File: config.mk
export PLATFORM = sky130hd
export DESIGN_NAME = rv_backend_top
export DESIGN_NICKNAME = d
export VERILOG_FILES = /design/src/hw/rv_isa_pkg.sv /design/src/hw/pipe_pkg.sv /design/src/hw/ex_mem_regs.sv /design/src/hw/csr_file.sv /design/src/hw/mem_stage.sv /design/src/hw/rv_backend_top.sv
export SDC_FILE = /design/constraint.sdc
export NUM_CORES = 2
export LEC_CHECK = 0
export BUFFER_PORTS_ARGS = -buffer_cell sky130_fd_sc_hd__buf_4
export CELL_PAD_IN_SITES_DETAIL_PLACEMENT = 0
export CELL_PAD_IN_SITES_GLOBAL_PLACEMENT = 2
export CORE_MARGIN = 8
export CORE_UTILIZATION = 30
export CTS_CLUSTER_SIZE = 25
export DETAILED_ROUTE_END_ITERATION = 10
export PLACE_DENSITY_LB_ADDON = 0.1
export SYNTH_ARGS = -nofsm -noshare
export SYNTH_HDL_FRONTEND = slang
export SYNTH_SLANG_ARGS = --single-unit
File: constraint.sdc
create_clock -name clk -period 5.55 [get_ports clk]
set_input_delay 1.11 -clock clk [delete_from_list [all_inputs] [get_ports clk]]
set_output_delay 1.11 -clock clk [all_outputs]
set_load 0.01 [all_outputs]
File: src/hw/rv_isa_pkg.sv
package rv_isa_pkg;

    // RV32I major opcodes used by the back end
    typedef enum logic [6:0] {
        OP_LOAD   = 7'b0000011,
        OP_STORE  = 7'b0100011,
        OP_ALU    = 7'b0110011,
        OP_ALUI   = 7'b0010011,
        OP_LUI    = 7'b0110111,
        OP_JAL    = 7'b1101111,
        OP_JALR   = 7'b1100111,
        OP_SYSTEM = 7'b1110011
    } opcode_e;

    // funct3 of loads and stores
    typedef enum logic [2:0] {
        W_B  = 3'b000,
        W_H  = 3'b001,
        W_W  = 3'b010,
        W_BU = 3'b100,
        W_HU = 3'b101
    } ld_st_width_e;

    // Machine-mode CSR addresses
    localparam logic [11:0] CSR_MTVEC    = 12'h305;
    localparam logic [11:0] CSR_MSCRATCH = 12'h340;
    localparam logic [11:0] CSR_MEPC     = 12'h341;

    // mtvec base is word aligned, mode bits stay zero
    localparam logic [31:0] MTVEC_WMASK = 32'hffff_fffc;

endpackage

File: src/hw/pipe_pkg.sv
package pipe_pkg;

    import rv_isa_pkg::*;

    localparam int XLEN = 32;

    // Word index comes from address bits 7..2
    localparam int DMEM_WORDS = 64;

    // Execute results handed to the memory stage
    typedef struct packed {
        logic [XLEN-1:0] pc4;
        // Store data or new CSR value
        logic [XLEN-1:0] b;
        // ALU result or address
        logic [XLEN-1:0] c;
        logic [2:0]      funct3;
        logic [4:0]      rd;
        logic [11:0]     csr_addr;
        opcode_e         opcode;
        logic            wr_reg_n;
        logic            wr_csr_n;
        logic            flush;
    } ex_mem_t;

    // Registered writeback
    typedef struct packed {
        logic            wr_en;
        logic [4:0]      rd;
        logic [XLEN-1:0] data;
    } mem_wb_t;

endpackage

File: src/hw/ex_mem_regs.sv
`timescale 1ns/1ps

module ex_mem_regs
    import pipe_pkg::*;
(
    input  logic    clk,
    input  logic    rst_n,
    input  logic    interlock,
    input  ex_mem_t ex_in,
    output ex_mem_t ex_mem
);

    // Write enables come out of reset inactive so nothing is committed
    // before the first real instruction arrives
    always_ff @(posedge clk or negedge rst_n) begin
        if (!rst_n) begin
            ex_mem          <= '0;
            ex_mem.wr_reg_n <= 1'b1;
            ex_mem.wr_csr_n <= 1'b1;
            ex_mem.flush    <= 1'b0;
        end else if (!interlock) begin
            ex_mem <= ex_in;
        end
    end

endmodule

File: src/hw/csr_file.sv
`timescale 1ns/1ps

module csr_file
    import rv_isa_pkg::*;
(
    input  logic        clk,
    input  logic        rst_n,
    input  logic [11:0] csr_addr,
    input  logic        csr_we,
    input  logic [31:0] csr_wdata,
    output logic [31:0] csr_rdata
);

    logic [31:0] mtvec;
    logic [31:0] mscratch;
    logic [31:0] mepc;

    // Unknown addresses read as zero
    always_comb begin
        case (csr_addr)
            CSR_MTVEC: begin
                csr_rdata = mtvec;
            end
            CSR_MSCRATCH: begin
                csr_rdata = mscratch;
            end
            CSR_MEPC: begin
                csr_rdata = mepc;
            end
            default: begin
                csr_rdata = '0;
            end
        endcase
    end

    always_ff @(posedge clk or negedge rst_n) begin
        if (!rst_n) begin
            mtvec    <= '0;
            mscratch <= '0;
            mepc     <= '0;
        end else if (csr_we) begin
            case (csr_addr)
                CSR_MTVEC: begin
                    mtvec <= csr_wdata & MTVEC_WMASK;
                end
                CSR_MSCRATCH: begin
                    mscratch <= csr_wdata;
                end
                CSR_MEPC: begin
                    mepc <= csr_wdata;
                end
                default: begin
                    // writes to unimplemented CSRs are dropped
                end
            endcase
        end
    end

endmodule

File: src/hw/mem_stage.sv
`timescale 1ns/1ps

module mem_stage
    import rv_isa_pkg::*;
    import pipe_pkg::*;
(
    input  logic        clk,
    input  logic        rst_n,
    input  logic        interlock,
    input  ex_mem_t     ex_mem,
    output logic [11:0] csr_addr,
    output logic        csr_we,
    output logic [31:0] csr_wdata,
    input  logic [31:0] csr_rdata,
    output mem_wb_t     wb
);

    logic [XLEN-1:0]                 dmem [DMEM_WORDS];
    logic [$clog2(DMEM_WORDS)-1:0]   word_idx;
    logic [1:0]                      byte_off;
    ld_st_width_e                    width;
    logic                            commit;
    logic                            is_load;
    logic                            is_store;
    logic [3:0]                      st_be;
    logic [XLEN-1:0]                 st_data;
    logic [XLEN-1:0]                 ld_word;
    logic [7:0]                      ld_byte;
    logic [15:0]                     ld_half;
    logic [XLEN-1:0]                 ld_data;
    logic [XLEN-1:0]                 result;

    // Address bits above the memory size wrap
    assign word_idx = ex_mem.c[$clog2(DMEM_WORDS)+1:2];
    assign byte_off = ex_mem.c[1:0];
    assign width    = ld_st_width_e'(ex_mem.funct3);

    assign commit   = !ex_mem.flush && !interlock;
    assign is_load  = (ex_mem.opcode == OP_LOAD);
    assign is_store = (ex_mem.opcode == OP_STORE);

    // CSR access is read-then-write within the commit cycle
    assign csr_addr  = ex_mem.csr_addr;
    assign csr_wdata = ex_mem.b;
    assign csr_we    = commit && !ex_mem.wr_csr_n;

    // Store data replicated so any lane can pick it up
    always_comb begin
        case (width)
            W_B, W_BU: begin
                st_be   = 4'b0001 << byte_off;
                st_data = {4{ex_mem.b[7:0]}};
            end
            W_H, W_HU: begin
                st_be   = 4'b0011 << {byte_off[1], 1'b0};
                st_data = {2{ex_mem.b[15:0]}};
            end
            default: begin
                st_be   = 4'b1111;
                st_data = ex_mem.b;
            end
        endcase
    end

    always_ff @(posedge clk) begin
        if (commit && is_store) begin
            for (int i = 0; i < 4; i++) begin
                if (st_be[i]) begin
                    dmem[word_idx][8*i +: 8] <= st_data[8*i +: 8];
                end
            end
        end
    end

    // Load extraction
    assign ld_word = dmem[word_idx];
    assign ld_byte = ld_word[8*byte_off +: 8];
    assign ld_half = byte_off[1] ? ld_word[31:16] : ld_word[15:0];

    always_comb begin
        case (width)
            W_B:     ld_data = {{24{ld_byte[7]}}, ld_byte};
            W_BU:    ld_data = {24'd0, ld_byte};
            W_H:     ld_data = {{16{ld_half[15]}}, ld_half};
            W_HU:    ld_data = {16'd0, ld_half};
            default: ld_data = ld_word;
        endcase
    end

    always_comb begin
        if (is_load) begin
            result = ld_data;
        end else begin
            case (ex_mem.opcode)
                OP_JAL, OP_JALR: result = ex_mem.pc4;
                // Old CSR value
                OP_SYSTEM:       result = csr_rdata;
                default:         result = ex_mem.c;
            endcase
        end
    end

    always_ff @(posedge clk or negedge rst_n) begin
        if (!rst_n) begin
            wb <= '0;
        end else begin
            wb.wr_en <= commit && !ex_mem.wr_reg_n;
            wb.rd    <= ex_mem.rd;
            wb.data  <= result;
        end
    end

endmodule

File: src/hw/rv_backend_top.sv
`timescale 1ns/1ps

module rv_backend_top
    import pipe_pkg::*;
(
    input  logic    clk,
    input  logic    rst_n,
    input  logic    interlock,
    input  ex_mem_t ex_in,
    output mem_wb_t wb
);

    ex_mem_t     ex_mem;
    logic [11:0] csr_addr;
    logic        csr_we;
    logic [31:0] csr_wdata;
    logic [31:0] csr_rdata;

    ex_mem_regs i_ex_mem_regs (
        .clk       (clk),
        .rst_n     (rst_n),
        .interlock (interlock),
        .ex_in     (ex_in),
        .ex_mem    (ex_mem)
    );

    mem_stage i_mem_stage (
        .clk       (clk),
        .rst_n     (rst_n),
        .interlock (interlock),
        .ex_mem    (ex_mem),
        .csr_addr  (csr_addr),
        .csr_we    (csr_we),
        .csr_wdata (csr_wdata),
        .csr_rdata (csr_rdata),
        .wb        (wb)
    );

    csr_file i_csr_file (
        .clk       (clk),
        .rst_n     (rst_n),
        .csr_addr  (csr_addr),
        .csr_we    (csr_we),
        .csr_wdata (csr_wdata),
        .csr_rdata (csr_rdata)
    );

endmodule

==> results by group <==
Status
  – Outcome: finished clean

Timing
  – Worst Tran Pin Value: around 1.3 ns
  – TNS Setup: 0 ns
  – Final min period: between 4 and 5 ns
  – Slew Viols, Final: 0
  – Clock Skew: 0.04305 ns
  – Final hold vios: 0
  – Fmax: ~200 MHz
  – Slew margin rel.: 0.1226
  – Tcrit/Tclk final: 0.8925
  – RSZ-0062 raised after global routing: no
  – Finish-stage setup viols: 0

Clock network
  – CTS Buffer Depth: 4
  – Worst-Skew Late Latency: 0.90 ns
  – Reg clk slew, reported paths: 0.06 ns
  – TritonCTS clock tree: yes
  – # resized after CTS: 0
  – Post-CTS Setup Repair Bufs: 0
  – Root Driver: clkbuf_16
  – CTS H-tree lvls: 5
  – CTS Buf Count: around 270
  – Clk sinks: 2306
  – Hold Buf Count CTS: 0

Power and ir drop
  – Sequential Power Share: 0.468
  – Part of the power in combinational logic: 0.113
  – Leak: 35.73 nW
  – VDD IR max: around 240 µV
  – Power share of the clock group: 0.419
  – P per Cell Area: 391.2 nW/µm²
  – Int Power: around 31 mW
  – Total power draw: approximately 42 mW
  – P_sw: between 10 and 15 mW
  – Net Sw Frac: 0.2657

Global route
  – Grt ovf: 0
  – Number of global-route vias before repair: 54418
  – Antenna violations before repair: 35
  – Pin count of the biggest net entering global routing: 101
  – First-pass GRT wire length: about 520000 µm
  – GRT Resource Usage Total: 0.2339

Drt
  – Drt drc: 0
  – Wire length on met3: 27140 µm
  – WL final: 389000 µm
  – First-pass iteration count of the detailed router: 6
  – Initial DRC Count: between 6000 and 7000
  – Wire length on met2: 180000 µm
  – Via density per instance: 5.506
  – Via count: 55185
  – Metal1 wirelength: 170900 µm
  – Post-route ant nets: 0
  – Drt wl/cell: 38.81 µm
  – Uppermost layer routed: met5

Synthesis
  – Synth async-reset ratio: 0.1119
  – Post-synth EDFFs: between 2000 and 2500
  – Synth top area cells: edfxtp_1 68%, dfrtp_1 7.1%, mux2_2 4.7%
  – Sequential cell area fraction in the yosys report: 0.7486
  – Synth cell types: 86
  – Yosys top cell by area: edfxtp_1
  – Post-Synthesis Net Count: 5466
  – Post-synth top area share: 0.6774
  – Prevailing post-synth register cell: edfxtp_1
  – Synth warn: 0
  – Post-Syn Area: between 90000 and 100000 µm²
  – #FFs+latches synth: about 2300
  – Count of mapped cells out of synthesis: 5337
  – Synthesized area per cell: 17.01 µm²

Die
  – Core Footprint: 302000 µm²
  – I/O pin cnt: about 170
  – Die area: 320500 µm²
  – Rows: 202
  – Die H: 566.1 µm
  – Initial Utilization: 0.3006
  – Die X: 566.1 µm

Setup path
  – Data arrival, critical path: 5.65 ns
  – Crit start category: flip-flop
  – CP Class: reg2reg
  – Crit end category: flip-flop
  – Req. time, crit path: 6.25 ns
  – Critical Path Fanout Max: 37

Placement
  – Final HPWL DP: about 260000 µm
  – Number of port buffers: 166
  – GPL Wtd Cong: 0.8197

Final layout
  – Commonest non-fill, non-tap cell in the layout: edfxtp_1
  – Multi-input logic area: 21210 µm²
  – Area Overhead vs Synth: 18.66%
  – Most frequent cells in the layout: 2048 x edfxtp_1, 565 x buf_4, 377 x mux2_2, 377 x nor2_1, 277 x clkbuf_16
  – Layout net count: 5954
  – FILL cells: about 29000
  – Share of layout cells above drive strength 1: 0.2553
  – Register area: 67990 µm²

Hold path
  – Hold Path Class: in2async

Job
  – Max-cap viol count: 0
[power groups by stage]
stage,Clock [mW],Combinational [mW],Sequential (mW)
finish,17.6,4.78,19.7
floorplan,0,2.08,20.0
global placement,0,4.77,20.1
global route,18.6,4.93,19.7
detailed placement,0,4.78,20.1
CTS,18.0,4.79,19.7
[path summary, 6_finish.rpt]
path / from / endpoint / slack (ns) / cells after the start
min reg2reg: i_ex_mem_regs.ex_mem[24]$_DFFE_PN0N_ / i_mem_stage.wb[34]$_DFF_PN0_ / 0.37 / 0
min in group clk: i_ex_mem_regs.ex_mem[24]$_DFFE_PN0N_ / i_mem_stage.wb[34]$_DFF_PN0_ / 0.37 / 0
min: rst_n / i_ex_mem_regs.ex_mem[61]$_DFFE_PN0N_ / 0.29 / 1
max: i_ex_mem_regs.ex_mem[34]$_DFFE_PN0N_ / i_mem_stage.wb[6]$_DFF_PN0_ / 0.60 / 9
max in group asynchronous: rst_n / i_ex_mem_regs.ex_mem[32]$_DFFE_PN0N_ / 3.85 / 2
max reg2reg: i_ex_mem_regs.ex_mem[34]$_DFFE_PN0N_ / i_mem_stage.wb[6]$_DFF_PN0_ / 0.60 / 9
[per-stage QoR]
stage	util	hold WS [ns]	instance area, µm²	std cells	worst slack (ns)
finish	0.3567	0.2873	107700	10022	0.5965
global placement	0.3281	0.3518	99110	9527	0.7983
global route	0.3566	0.2981	107700	10011	0.6837
floorplan	-	0.3486	90780	5337	1.032
detailed placement	0.3282	0.3566	99120	9528	0.7403
CTS	0.3566	0.2629	107700	10010	0.6845
[final cells by class]
type                    count  area share
repair buffers            599     0.04547
well taps                3978     0.04620
multi-input cells        2634      0.1969
inverters                  11   0.0004530
clock buffers             354     0.06805
clock inverters           128     0.01158
diodes                     12   0.0002788
flip-flops and latches   2306      0.6311
[routing by layer]
metal	vias to the layer above	global-route usage
met5	-	0
met4	6	0.06024
met3	436	0.04574
met2	2296	0.3739
met1	29902	0.3267
li1	22545	-
[registers in the layout, summed over array words and instances (netlist names)]
signal                count
i_ex_mem_regs.ex_mem    126
i_mem_stage.dmem       2048
i_csr_file.mscratch      32
i_mem_stage.wb           38
i_csr_file.mtvec         30
i_csr_file.mepc          32
[critical path, cell delays in order, from the launching register on]
cell      delay [ns]
dfrtp_4         0.92
buf_4           0.44
mux2_2          0.38
a221o_1         0.29
a222oi_1        0.78
buf_4           0.22
o21ai_0         0.14
or4b_1          0.86
o211ai_1        0.45
a41oi_1         0.16
[synthesized netlist by cell type, drive strengths merged (12+ instances only)]
cell	n
buf	229
a2111oi	15
o22ai	34
nor2	384
nor2b	12
nor3	16
a21oi	159
edfxtp	2048
a221oi	168
o211ai	16
a22o	56
nand2b	12
mux4	106
a22oi	258
clkbuf	157
nor4	14
a31oi	57
o221ai	17
nand3	28
mux2	380
and4b	14
o2bb2ai	23
o21ai	146
a221o	52
nand2	199
a211oi	13
a222oi	23
a41oi	14
nand4	23
mux2i	229
dfrtp	256
[cells by family after synthesis]
kind of cell / after synthesis / share of synthesized area
multiplexers: 715 / 0.09877
AND/OR/NAND/NOR: 806 / 0.04171
buffers and inverters: 397 / 0.02135
flip-flops: 2306 / 0.7486
AO/OA/AOI/OAI: 1113 / 0.08959
Note: power is estimated with default switching activity, not from simulation.
